$ cat src/mem_pkg.sv
`default_nettype none

package mem_pkg;

    // ~~~~~~~~~~~~~~~~~~~~~~~~~~~~~~~~~~~~~~~~
    // Bus request and response.
    // ~~~~~~~~~~~~~~~~~~~~~~~~~~~~~~~~~~~~~~~~

    localparam int ADDR_W = 30;  // Word address, byte lanes picked by be.

    typedef enum logic {
        MEM_READ  = 1'b0,
        MEM_WRITE = 1'b1
    } mem_op_e;

    typedef struct packed {
        mem_op_e           op;
        logic [ADDR_W-1:0] addr;
        logic [31:0]       wdata;
        logic [3:0]        be;     // Active high.
    } bus_req_t;

    typedef struct packed {
        mem_op_e     op;
        logic [31:0] rdata;        // Zero on writes.
    } bus_rsp_t;

    // ~~~~~~~~~~~~~~~~~~~~~~~~~~~~~~~~~~~~~~~~
    // SRAM controller FSM.
    // ~~~~~~~~~~~~~~~~~~~~~~~~~~~~~~~~~~~~~~~~

    typedef enum logic [1:0] {
        S_IDLE   = 2'd0,
        S_SETUP  = 2'd1,
        S_STROBE = 2'd2,
        S_DONE   = 2'd3
    } sram_state_e;

endpackage

`default_nettype wire

$ cat src/bus_port.sv
`timescale 1ns/1ps
`default_nettype none

// Request queue for one master. The master owns FIFO_DEPTH credits,
// so a push never lands on a full queue.
module bus_port
    import mem_pkg::*;
#(
    parameter int FIFO_DEPTH = 4
) (
    input  wire           clk,
    input  wire           rst_n,
    input  wire           req_valid,
    input  wire bus_req_t req,
    input  wire           pop,
    output bus_req_t      head,
    output logic          head_valid,
    output logic          credit_return
);

    localparam int PTR_W = (FIFO_DEPTH > 1) ? $clog2(FIFO_DEPTH) : 1;
    localparam int CNT_W = $clog2(FIFO_DEPTH + 1);
    localparam logic [PTR_W-1:0] LAST_SLOT = PTR_W'(FIFO_DEPTH - 1);

    bus_req_t         mem [FIFO_DEPTH];
    logic [PTR_W-1:0] wr_ptr;
    logic [PTR_W-1:0] rd_ptr;
    logic [CNT_W-1:0] count;

    // Wraps at any depth, not only powers of two.
    function automatic logic [PTR_W-1:0] ptr_inc(input logic [PTR_W-1:0] ptr);
        return (ptr == LAST_SLOT) ? '0 : ptr + 1'b1;
    endfunction

    // ~~~~~~~~~~~~~~~~~~~~~~~~~~~~~~~~~~~~~~~~
    // Storage and pointers.
    // ~~~~~~~~~~~~~~~~~~~~~~~~~~~~~~~~~~~~~~~~

    always_ff @(posedge clk) begin
        if (req_valid) begin
            mem[wr_ptr] <= req;
        end
    end

    always_ff @(posedge clk or negedge rst_n) begin
        if (!rst_n) begin
            wr_ptr <= '0;
            rd_ptr <= '0;
            count  <= '0;
        end else begin
            if (req_valid) begin
                wr_ptr <= ptr_inc(wr_ptr);
            end
            if (pop) begin
                rd_ptr <= ptr_inc(rd_ptr);
            end
            case ({req_valid, pop})
                2'b10:   count <= count + 1'b1;
                2'b01:   count <= count - 1'b1;
                default: count <= count;  // Idle, or push and pop together.
            endcase
        end
    end

    assign head       = mem[rd_ptr];
    assign head_valid = (count != '0);

    // One credit back for every entry that leaves.
    always_ff @(posedge clk or negedge rst_n) begin
        if (!rst_n) begin
            credit_return <= 1'b0;
        end else begin
            credit_return <= pop;
        end
    end

endmodule

`default_nettype wire

$ cat config.mk
export PLATFORM = sky130hd
export DESIGN_NAME = bus_port
export DESIGN_NICKNAME = d
export VERILOG_FILES = /design/src/mem_pkg.sv /design/src/bus_port.sv
export SDC_FILE = /design/constraint.sdc
export NUM_CORES = 1
export LEC_CHECK = 0
export ABC_AREA = 1
export BUFFER_PORTS_ARGS = -buffer_cell sky130_fd_sc_hd__buf_4
export CORE_UTILIZATION = 52
export DETAILED_ROUTE_END_ITERATION = 7
export PLACE_DENSITY = 0.76
export SYNTH_ARGS = -nofsm -noshare
export SYNTH_HDL_FRONTEND = slang
export SYNTH_SLANG_ARGS = --single-unit
$ cat constraint.sdc
create_clock -name clk -period 2.3 [get_ports clk]
set_input_delay 0.345 -clock clk [delete_from_list [all_inputs] [get_ports clk]]
set_output_delay 0.345 -clock clk [all_outputs]
set_load 0.02 [all_outputs]
==> results of run 1 <==
==> layout by cell type (no fill, tap or decap), types with 2 or more instances in the layout <==
cell type / count
buf_12: 5
buf_16: 3
buf_4: 146
buf_6: 5
bufinv_16: 3
clkbuf_1: 5
clkbuf_16: 30
clkinv_1: 7
clkinv_2: 4
clkinvlp_4: 6
dfrtp_1: 6
dfrtp_2: 2
dlygate4sd3_1: 37
edfxtp_1: 268
ha_1: 6
inv_1: 143
inv_6: 2
nand2_1: 214
nand3_1: 2
nor2_1: 2
o211ai_1: 134
o21ai_0: 4
==> final cells by class <==
cell class / count / share of cell area (%)
flip-flops and latches: 276 / 59.8
clock buffers: 34 / 5.40
inverters: 149 / 4.28
clock inverters: 17 / 1.18
multi-input cells: 366 / 14.2
repair buffers: 197 / 12.5
well taps: 270 / 2.45
repair inverters: 2 / 0.127
==> stage by stage <==
stage	utilization [%]	std cells	cell area (sq um)
after floorplan	-	836	11000
after global placement	60.6	1219	12400
after detailed placement	60.6	1219	12400
after CTS	67.0	1307	13700
after global routing	67.3	1311	13800
final	67.3	1311	13800
==> power breakdown <==
group / switching (mW) / internal [mW]
sequential: 0.206 / 6.44
combinational: 3.91 / 2.32
clock: 1.75 / 2.63
==> sequential cells by signal, summed over array words and instances, names as in the netlist <==
signal and flops:
wr_ptr 2, mem 268, rd_ptr 2, credit_return 1, count 3
==> logic make-up after synthesis <==
family / after synthesis / synth area share [%]
AO/OA/AOI/OAI: 139 / 9.36
XOR/XNOR: 1 / 0.0796
adder cells (fa/ha/maj): 7 / 0.864
buffers and inverters: 194 / 7.28
flip-flops: 276 / 74.9
AND/OR/NAND/NOR: 219 / 7.51
==> cell usage after synthesis, drive strengths merged (2+ instances only) <==
| library cell | n | share of area [%] |
|---|---|---|
| buf | 41 | 2.1 |
| clkbuf | 4 | 0.14 |
| dfrtp | 8 | 1.8 |
| edfxtp | 268 | 73 |
| ha | 6 | 0.68 |
| inv | 149 | 5.1 |
| nand2 | 214 | 7.3 |
| nand3 | 2 | 0.091 |
| nor2 | 2 | 0.068 |
| o211ai | 134 | 9.1 |
| o21ai | 5 | 0.23 |
==> worst max-delay path by stage <==
stage / start / to / cells after the start
floorplan: wr_ptr[0] / mem[0][0] / 4
global placement: rd_ptr[0] / head[24] / 6
detailed placement: rd_ptr[0] / head[24] / 6
CTS: rd_ptr[1] / head[58] / 4
global route: rd_ptr[0] / head[63] / 6
finish: rd_ptr[0] / head[66] / 6
==> layer usage <==
layer / global-route usage, % / up-vias / wire length (um)
met5: 0 / - / 0
met3: 3.43 / 29 / 1110
met4: 5.67 / 0 / 424
li1: - / 3274 / -
met2: 34.1 / 195 / 10500
met1: 23.9 / 3141 / 8520
==> repair_timing <==
item | in CTS | in global routing
buffers inserted | 1 | 0
gates resized for setup | 6 | 7
endpoints found under the hold margin | 124 | 8
gates cloned | 2 | 1
hold buffers | 34 | 3
endpoints found under the setup margin | 55 | 45
==> results.md, run 1 <==
* Nets at 1,098
* Net Count, Synth at just over 900
* Worst Reg-to-Reg Cells at 5
* Routed wire length at 20,600 um
* First-pass GRT wire length at between 30,000 and 40,000 um
* DR iter-0 viols at 271
* Post-Syn Area per Cell at 13.2 sq um
* Prevailing post-synth register cell: edfxtp_1
* Hold WS at 0.0213 ns
* I/O Buffers at roughly 140
* Critical path class: reg -> out
* Worst hold stages at 1
* Cell area power density at 1250 nW/um^2
* Count of final hold-check violations at 0
* Initial Utilization at 53.7%
* Initial antenna violation count at 0
* H-Tree Depth at 1
* Largest net degree at the start of global routing at 64
* Startpoint types: register
* Slew margin rel. at 69.0%
* Pre-CTS WS at 0.491 ns
* Die Ht at between 100 and 150 um
* Grt ovf at 0
* Yosys reg bits at 276
* RSZ-0062 raised after global routing: false
* Critical path data required time at 1.96 ns
* WP buf/inv at 3
* Hold path start: req[45]
* Status: finished clean
* Via density at just over 5
* Num CTS Buffers at 28
* Crit-path cells: inv_16 -> buf_16 -> nand2_1 -> o211ai_1 -> nand2_1 -> buf_4
* WHS Endpoint: mem[2][45]
* Root Buffer: clkbuf_16
* Initial DRT Pass Iterations at 8
* Routed wire per std cell at approximately 16 um
* Post-Synthesis Cells at 836
* Sum of negative setup slack at 0 ns
* Reg2reg start: wr_ptr[0]
* Num ports at 140
* Core box area at 20,500 sq um
* Worst skew pair latency at 0.52 ns
* CTS sink count at roughly 280
* Antenna Nets Post-Route at 0
* CP top delay family: buffers and inverters
* Arrival time worst endpoint at 1.81 ns
* Max Slew Vio Count at 0
* Vias at 6,639
* RR Endpoint: mem[2][30]
* Synthesized cell area at between 10,000 and 15,000 sq um
* Gr usage total at a little under a fifth
* TritonCTS clock tree: yes
* Die width at approximately 150 um
* Tmin final at 2.16 ns
* Worst vdd ir at between 0.8 and 0.9 mV
* Share of cells above drive strength 1 at 20.1%
* Setup violators final at 0
* R2R setup slack at 0.63 ns
* Worst Setup End Kind: primary output
* Routability cong. at 0.708
* Crit path max fanout at 42
* Full die area at between 20,000 and 25,000 sq um
* Max-cap violations at 0
* Clock skew at 0.00998 ns
* Filler cell count at 1,409
* Path type of the worst min-delay path: in -> reg
* Vias in the first global route at 6,413
* # diodes at 0
* Flip-flop and latch area at 8250 sq um
* Rows at 52
* Clk buf depth at 3
* Synth warnings at 0
* Netlist cell types at 19
* Crit path largest cell delay at 0.48 ns
* Setup ws final at 0.143 ns
* Final period utilization at 93.8%
* Max Fclk at 0.464 GHz
* FFs w/ async S/R, synth at just under 3%
* # DRC at 0
* CP max-delay cell: dfrtp_2
* Area of the multi-input gates at around 2000 sq um
* Clock Pin Slew Worst Setup and Hold Paths at roughly 0.06 ns
* Seq/Total Area, Yosys at 74.9%
* Pleak at 5.59 nW
* Worst-margin pin slew at 0.465 ns
* Pwr Total at 17.3 mW
* HPWL after DPL at around 11,000 um
* Most frequent CP cell: nand2_1
* Synth-to-layout area growth at 25.3%
* EDFF count, synth at between 200 and 300
(Power assumes the default switching activity.)
==> inputs of run 2 (changes only) <==
--- a/config.mk
+++ b/config.mk
@@ -8,7 +8,8 @@
 export ABC_AREA = 1
 export BUFFER_PORTS_ARGS = -buffer_cell sky130_fd_sc_hd__buf_4
-export CORE_UTILIZATION = 52
+export CORE_MARGIN = 10
+export CORE_UTILIZATION = 60
 export DETAILED_ROUTE_END_ITERATION = 7
-export PLACE_DENSITY = 0.76
+export PLACE_DENSITY = 0.82
 export SYNTH_ARGS = -nofsm -noshare
 export SYNTH_HDL_FRONTEND = slang
==> constraint.sdc (replaced) <==
create_clock -name clk -period 2.5 [get_ports clk]
set_input_delay 0.375 -clock clk [delete_from_list [all_inputs] [get_ports clk]]
set_output_delay 0.375 -clock clk [all_outputs]
set_load 0.05 [all_outputs]
==> run 2 against run 1 <==
Clock-buffer cell count is the same; wire length up 2.7%; final area decreased by 4.6%; highest routed layer unchanged.
==> results.md, run 2 (synthesis gave the netlist of run 1 again) <==
* Critical path data required time at approximately 2.1 ns
* HPWL after DPL at 12,800 um
* Routed wire per std cell at 17.3 um
* Filler cell count at 1,131
* Antenna Nets Post-Route at 0
* Routability cong. at just over 0.7
* Root Buffer: clkbuf_16
* Worst Setup End Kind: primary output
* Share of cells above drive strength 1 at 19.7%
* Max-cap violations at 0
* Nets at 1,054
* Initial DRT Pass Iterations at 6
* Max Slew Vio Count at 0
* Final period utilization at a little under 100%
* DR iter-0 viols at 440
* # DRC at 0
* Core box area at approximately 18,000 sq um
* Top reg by flops: mem
* Initial Utilization at 61.1%
* Critical path class: reg -> out
* Slew margin rel. at 61.3%
* Most frequent cells in the layout: edfxtp_1, nand2_1, buf_4
* Arrival time worst endpoint at 2.05 ns
* Commonest non-fill, non-tap cell in the layout: edfxtp_1
* TritonCTS clock tree: yes
* Routed wire length at 21,100 um
* Final Util at 73.0%
* Num CTS Buffers at 26
* Worst skew pair latency at 0.51 ns
* Clock skew at between 0.01 and 0.015 ns
* Status: finished clean
* Max reg flops at around 270
* Worst Reg-to-Reg Cells at 5
* Die Ht at 155 um
* Setup violators final at 0
* Pleak at 5.38 nW
* Worst hold stages at 1
* Path type of the worst min-delay path: in -> reg
* RSZ-0062 raised after global routing: true
* Initial antenna violation count at 1
* Cell area power density at 1300 nW/um^2
* Clock Pin Slew Worst Setup and Hold Paths at ~0.060 ns
* Startpoint types: register
* Biggest regs: mem: 268 flops, count: 3 flops
* Setup Buffers After CTS at 0
* I/O Buffers at 139
* Gr usage total at around 17%
* Crit path max fanout at 53
* Vias in the first global route at 6,675
* CTS sink count at about 280
* Clk buf depth at 3
* H-Tree Depth at 1
* Tmin final at 2.42 ns
* Worst-margin pin slew at 0.581 ns
* Vias at 6,516
* Die width at about 160 um
* Synth-to-layout area growth at 19.5%
* Grt ovf at 0
* Setup ws final at 0.0776 ns
* Sum of negative setup slack at 0 ns
* Worst vdd ir at ~1 mV
* Num ports at 140
* Largest net degree at the start of global routing at 69
* Count of final hold-check violations at 0
* Full die area at around 24,000 sq um
* Max Fclk at a little over 0.4 GHz
* Pre-CTS WS at ~0.56 ns
* Rows at 49
* Via density at 5.33
* First-pass GRT wire length at 33,500 um
* Pwr Total at 17.1 mW
==> run 2: through the flow <==
| step | std cells | cell area [sq um] | hold WS [ns] |
|---|---|---|---|
| global placement | 1176 | 12300 | 0.199 |
| CTS | 1221 | 13100 | 0.0102 |
| detailed placement | 1176 | 12300 | 0.200 |
| finish | 1222 | 13200 | 0.0220 |
| global route | 1221 | 13200 | 0.0184 |
| floorplan | 836 | 11000 | 0.0794 |
==> run 2: routing by layer <==
| layer | up-vias | routed length, um | GRT usage [%] |
|---|---|---|---|
| met5 | - | 0 | 0 |
| met4 | 0 | 440 | 4.68 |
| met3 | 35 | 1720 | 4.38 |
| met2 | 210 | 10600 | 30.1 |
| met1 | 3084 | 8400 | 20.7 |
| li1 | 3187 | - | - |
==> run 2: repair_timing <==
action | in CTS | in global routing
hold buffers | 1 | 0
gates resized for setup | 0 | 11
endpoints found under the setup margin | 0 | 52
endpoints found under the hold margin | 8 | 0
==> run 2: layout make-up <==
cell class	instances	area, sq um	share of cell area (%)
Antenna cell	1	2.50	0.0190
Clock buffer	34	702	5.33
Clock inverter	10	93.8	0.713
Inverter	149	591	4.49
Multi-Input combinational cell	366	1960	14.9
Sequential cell	276	8250	62.7
Tap cell	229	287	2.18
Timing Repair Buffer	157	1270	9.68
==> run 2: critical path, cell delays in order (launching register included) <==
cell       delay (ns)
dfrtp_1          0.42
bufinv_16        0.33
buf_16           0.25
nand2_1          0.10
o211ai_1         0.14
nand2_1          0.09
buf_4            0.19
==> run 2: worst paths after layout <==
path	to	slack, ns	start
min in group asynchronous	credit_return	0.21	rst_n
worst max-delay path	head[39]	0.08	rd_ptr[0]
worst max register to register	mem[1][49]	0.82	wr_ptr[1]
max in group asynchronous	rd_ptr[1]	2.14	rst_n
worst min register to register	count[0]	0.48	count[0]
worst min-delay path	credit_return	0.02	pop
==> run 2: power breakdown <==
| part | switching [mW] | internal [mW] |
|---|---|---|
| Clock | 1.51 | 2.16 |
| Combinational | 5.29 | 2.06 |
| Sequential | 0.187 | 5.93 |
==> inputs of run 3 (changes only) <==
- REMOVE_ABC_BUFFERS: not set -> 1
==> run 3 against run 2 <==
Fmax increased by 1.0%; non-clock buffer count increased by 3; worst hold slack got worse by 0.0071 ns; clock power about the same; sequential share of layout area decreased by 0.36 points; combinational power increased by 1%; setup slack improved by 0.025 ns; global-route usage increased by 1.3 points; register-to-register slack got worse by 0.08 ns; critical path type unchanged; clock skew decreased by 0.0062 ns; die area unchanged.
==> results.md, run 3 (synthesis gave the netlist of run 1 again) <==
* Status: finished clean
* WP buf/inv at 3
* Cell area power density at 1300 nW/um^2
* First-pass GRT wire length at 35,600 um
* Worst skew pair latency at 0.52 ns
* H-Tree Depth at 1
* Via density at 5.47
* Antenna Nets Post-Route at 0
* Final period utilization at 95.9%
* Routed wire per std cell at roughly 19 um
* Routability cong. at 0.782
* Crit-path cells: inv_16 -> buf_4 -> nand2_1 -> o211ai_1 -> nand2_1 -> buf_4
* Critical Path End: head[15]
* Initial DRT Pass Iterations at 5
* CP top delay family: buffers and inverters
* Vias in the first global route at 7,072
* Critical path data required time at 2.12 ns
* Routed wire length at between 20,000 and 25,000 um
* Largest net degree at the start of global routing at about 70
* Beginning of the critical path: rd_ptr[0]
* Max reg flops at 268
* Tmin final at 2.40 ns
* Rows at between 40 and 50
* Core box area at 18,000 sq um
* Count of final hold-check violations at 0
* CP max-delay cell: dfrtp_2
* Gr usage total at 18.6%
* Die width at 155 um
* # DRC at 0
* CP Depth at 6
* Critical path class: reg -> out
* Crit path largest cell delay at 0.55 ns
* HPWL after DPL at 13,900 um
* Max-cap violations at 0
* Clock skew at between 0.008 and 0.009 ns
* Clock Pin Slew Worst Setup and Hold Paths at 0.06 ns
* Commonest non-fill, non-tap cell in the layout: edfxtp_1
* Share of cells above drive strength 1 at 20.3%
* Worst vdd ir at 0.990 mV
* Top reg by flops: mem
* Grt ovf at 0
* Max Fclk at 0.417 GHz
* I/O Buffers at around 140
* Path type of the worst min-delay path: in -> reg
* Worst Setup End Kind: primary output
* Worst-margin pin slew at about 0.6 ns
* Clk buf depth at 3
* RR Endpoint: mem[3][32]
* Pleak at 5.40 nW
* Initial Utilization at 61.1%
* Crit path max fanout at 20
* Max Slew Vio Count at 0
* Fin area at 13,200 sq um
* Setup violators final at 0
* Slew margin rel. at 59.9%
* TritonCTS clock tree: yes
* Startpoint types: register
* # diodes at 0
* Die Ht at 155 um
* Worst Reg-to-Reg Cells at 4
* DR iter-0 viols at 336
* R2R setup slack at 0.74 ns
* CTS sink count at 276
* Biggest regs: mem: 268 flops, count: 3 flops
* Num CTS Buffers at 27
* Pwr Total at between 15 and 20 mW
* Root Buffer: clkbuf_16
* Most frequent cells in the layout: edfxtp_1, nand2_1, buf_4
* Cell Area, Placed at 12,400 sq um
* Sum of negative setup slack at 0 ns
* Vias at 6,719
* Nets at between 1k and 1.5k
* Num ports at 140
* Reg2reg start: wr_ptr[0]
* Setup Buffers After CTS at 0
* RSZ-0062 raised after global routing: false
* Synth-to-layout area growth at 20.2%
* Full die area at between 20,000 and 25,000 sq um
* Arrival time worst endpoint at ~2.0 ns
* Initial antenna violation count at 0
==> run 3: changes by cell type in the layout (fill, tap and decap cells not counted), moves of 2 or more <==
| cell | delta |
|---|---|
| inv_6 | +2 |
| clkinv_1 | +3 |
| clkbuf_1 | -2 |
| buf_6 | -2 |
| buf_12 | +5 |
| bufinv_16 | -2 |
| clkinv_2 | +2 |
==> run 3: where the power goes <==
part	leakage, nW	switching (mW)	internal [mW]	total [mW]
combinational	2.46	5.37	2.09	7.45
sequential	2.56	0.216	5.93	6.14
clock	0.385	1.59	2.07	3.66
total	5.40	7.17	10.1	17.3
==> run 3: layer usage <==
metal / up-vias / wire length [um] / track usage [%]
met4: 0 / 567 / 6.02
met1: 3221 / 8750 / 22.0
met2: 235 / 11600 / 32.1
li1: 3214 / - / -
met5: - / 0 / 0
met3: 49 / 1940 / 5.07
==> run 3: repair_timing <==
action / in CTS / in global routing
resized for setup: 5 / 3
endpoints found under the setup margin: 23 / 17
hold endpoints to repair: 8 / 0
hold buffers: 1 / 0
cloned: 2 / 1
pin swaps: 0 / 0
==> run 3: how the worst min path moves through the flow <==
stage / start / end / slack, ns / cells after the start
global placement: rst_n / count[0] / 0.20 / 1
CTS: pop / credit_return / 0.002 / 1
detailed placement: rst_n / count[0] / 0.20 / 1
floorplan: rst_n / count[0] / 0.08 / 0
finish: pop / credit_return / 0.01 / 1
global route: pop / credit_return / 0.01 / 1
==> run 3: area by class of cell <==
type	instances	area, sq um
repair buffers	160	1350
fillers	1145	4790
well taps	229	287
inverters	149	582
clock inverters	15	96.3
repair inverters	2	17.5
flip-flops and latches	276	8250
multi-input cells	366	1960
clock buffers	32	694
==> run 3: metrics by stage <==
step           utilization, %  hold WS (ns)  instances  setup slack, ns
3_5_place_dp             68.6         0.203       1178            0.477
2_1_floorplan               -        0.0794        791           -0.964
4_1_cts                  73.3       0.00173       1228           0.0120
3_3_place_gp             68.6         0.203       1178            0.546
5_1_grt                  73.4        0.0126       1229         0.000124
6_report                 73.4        0.0149       1229            0.103
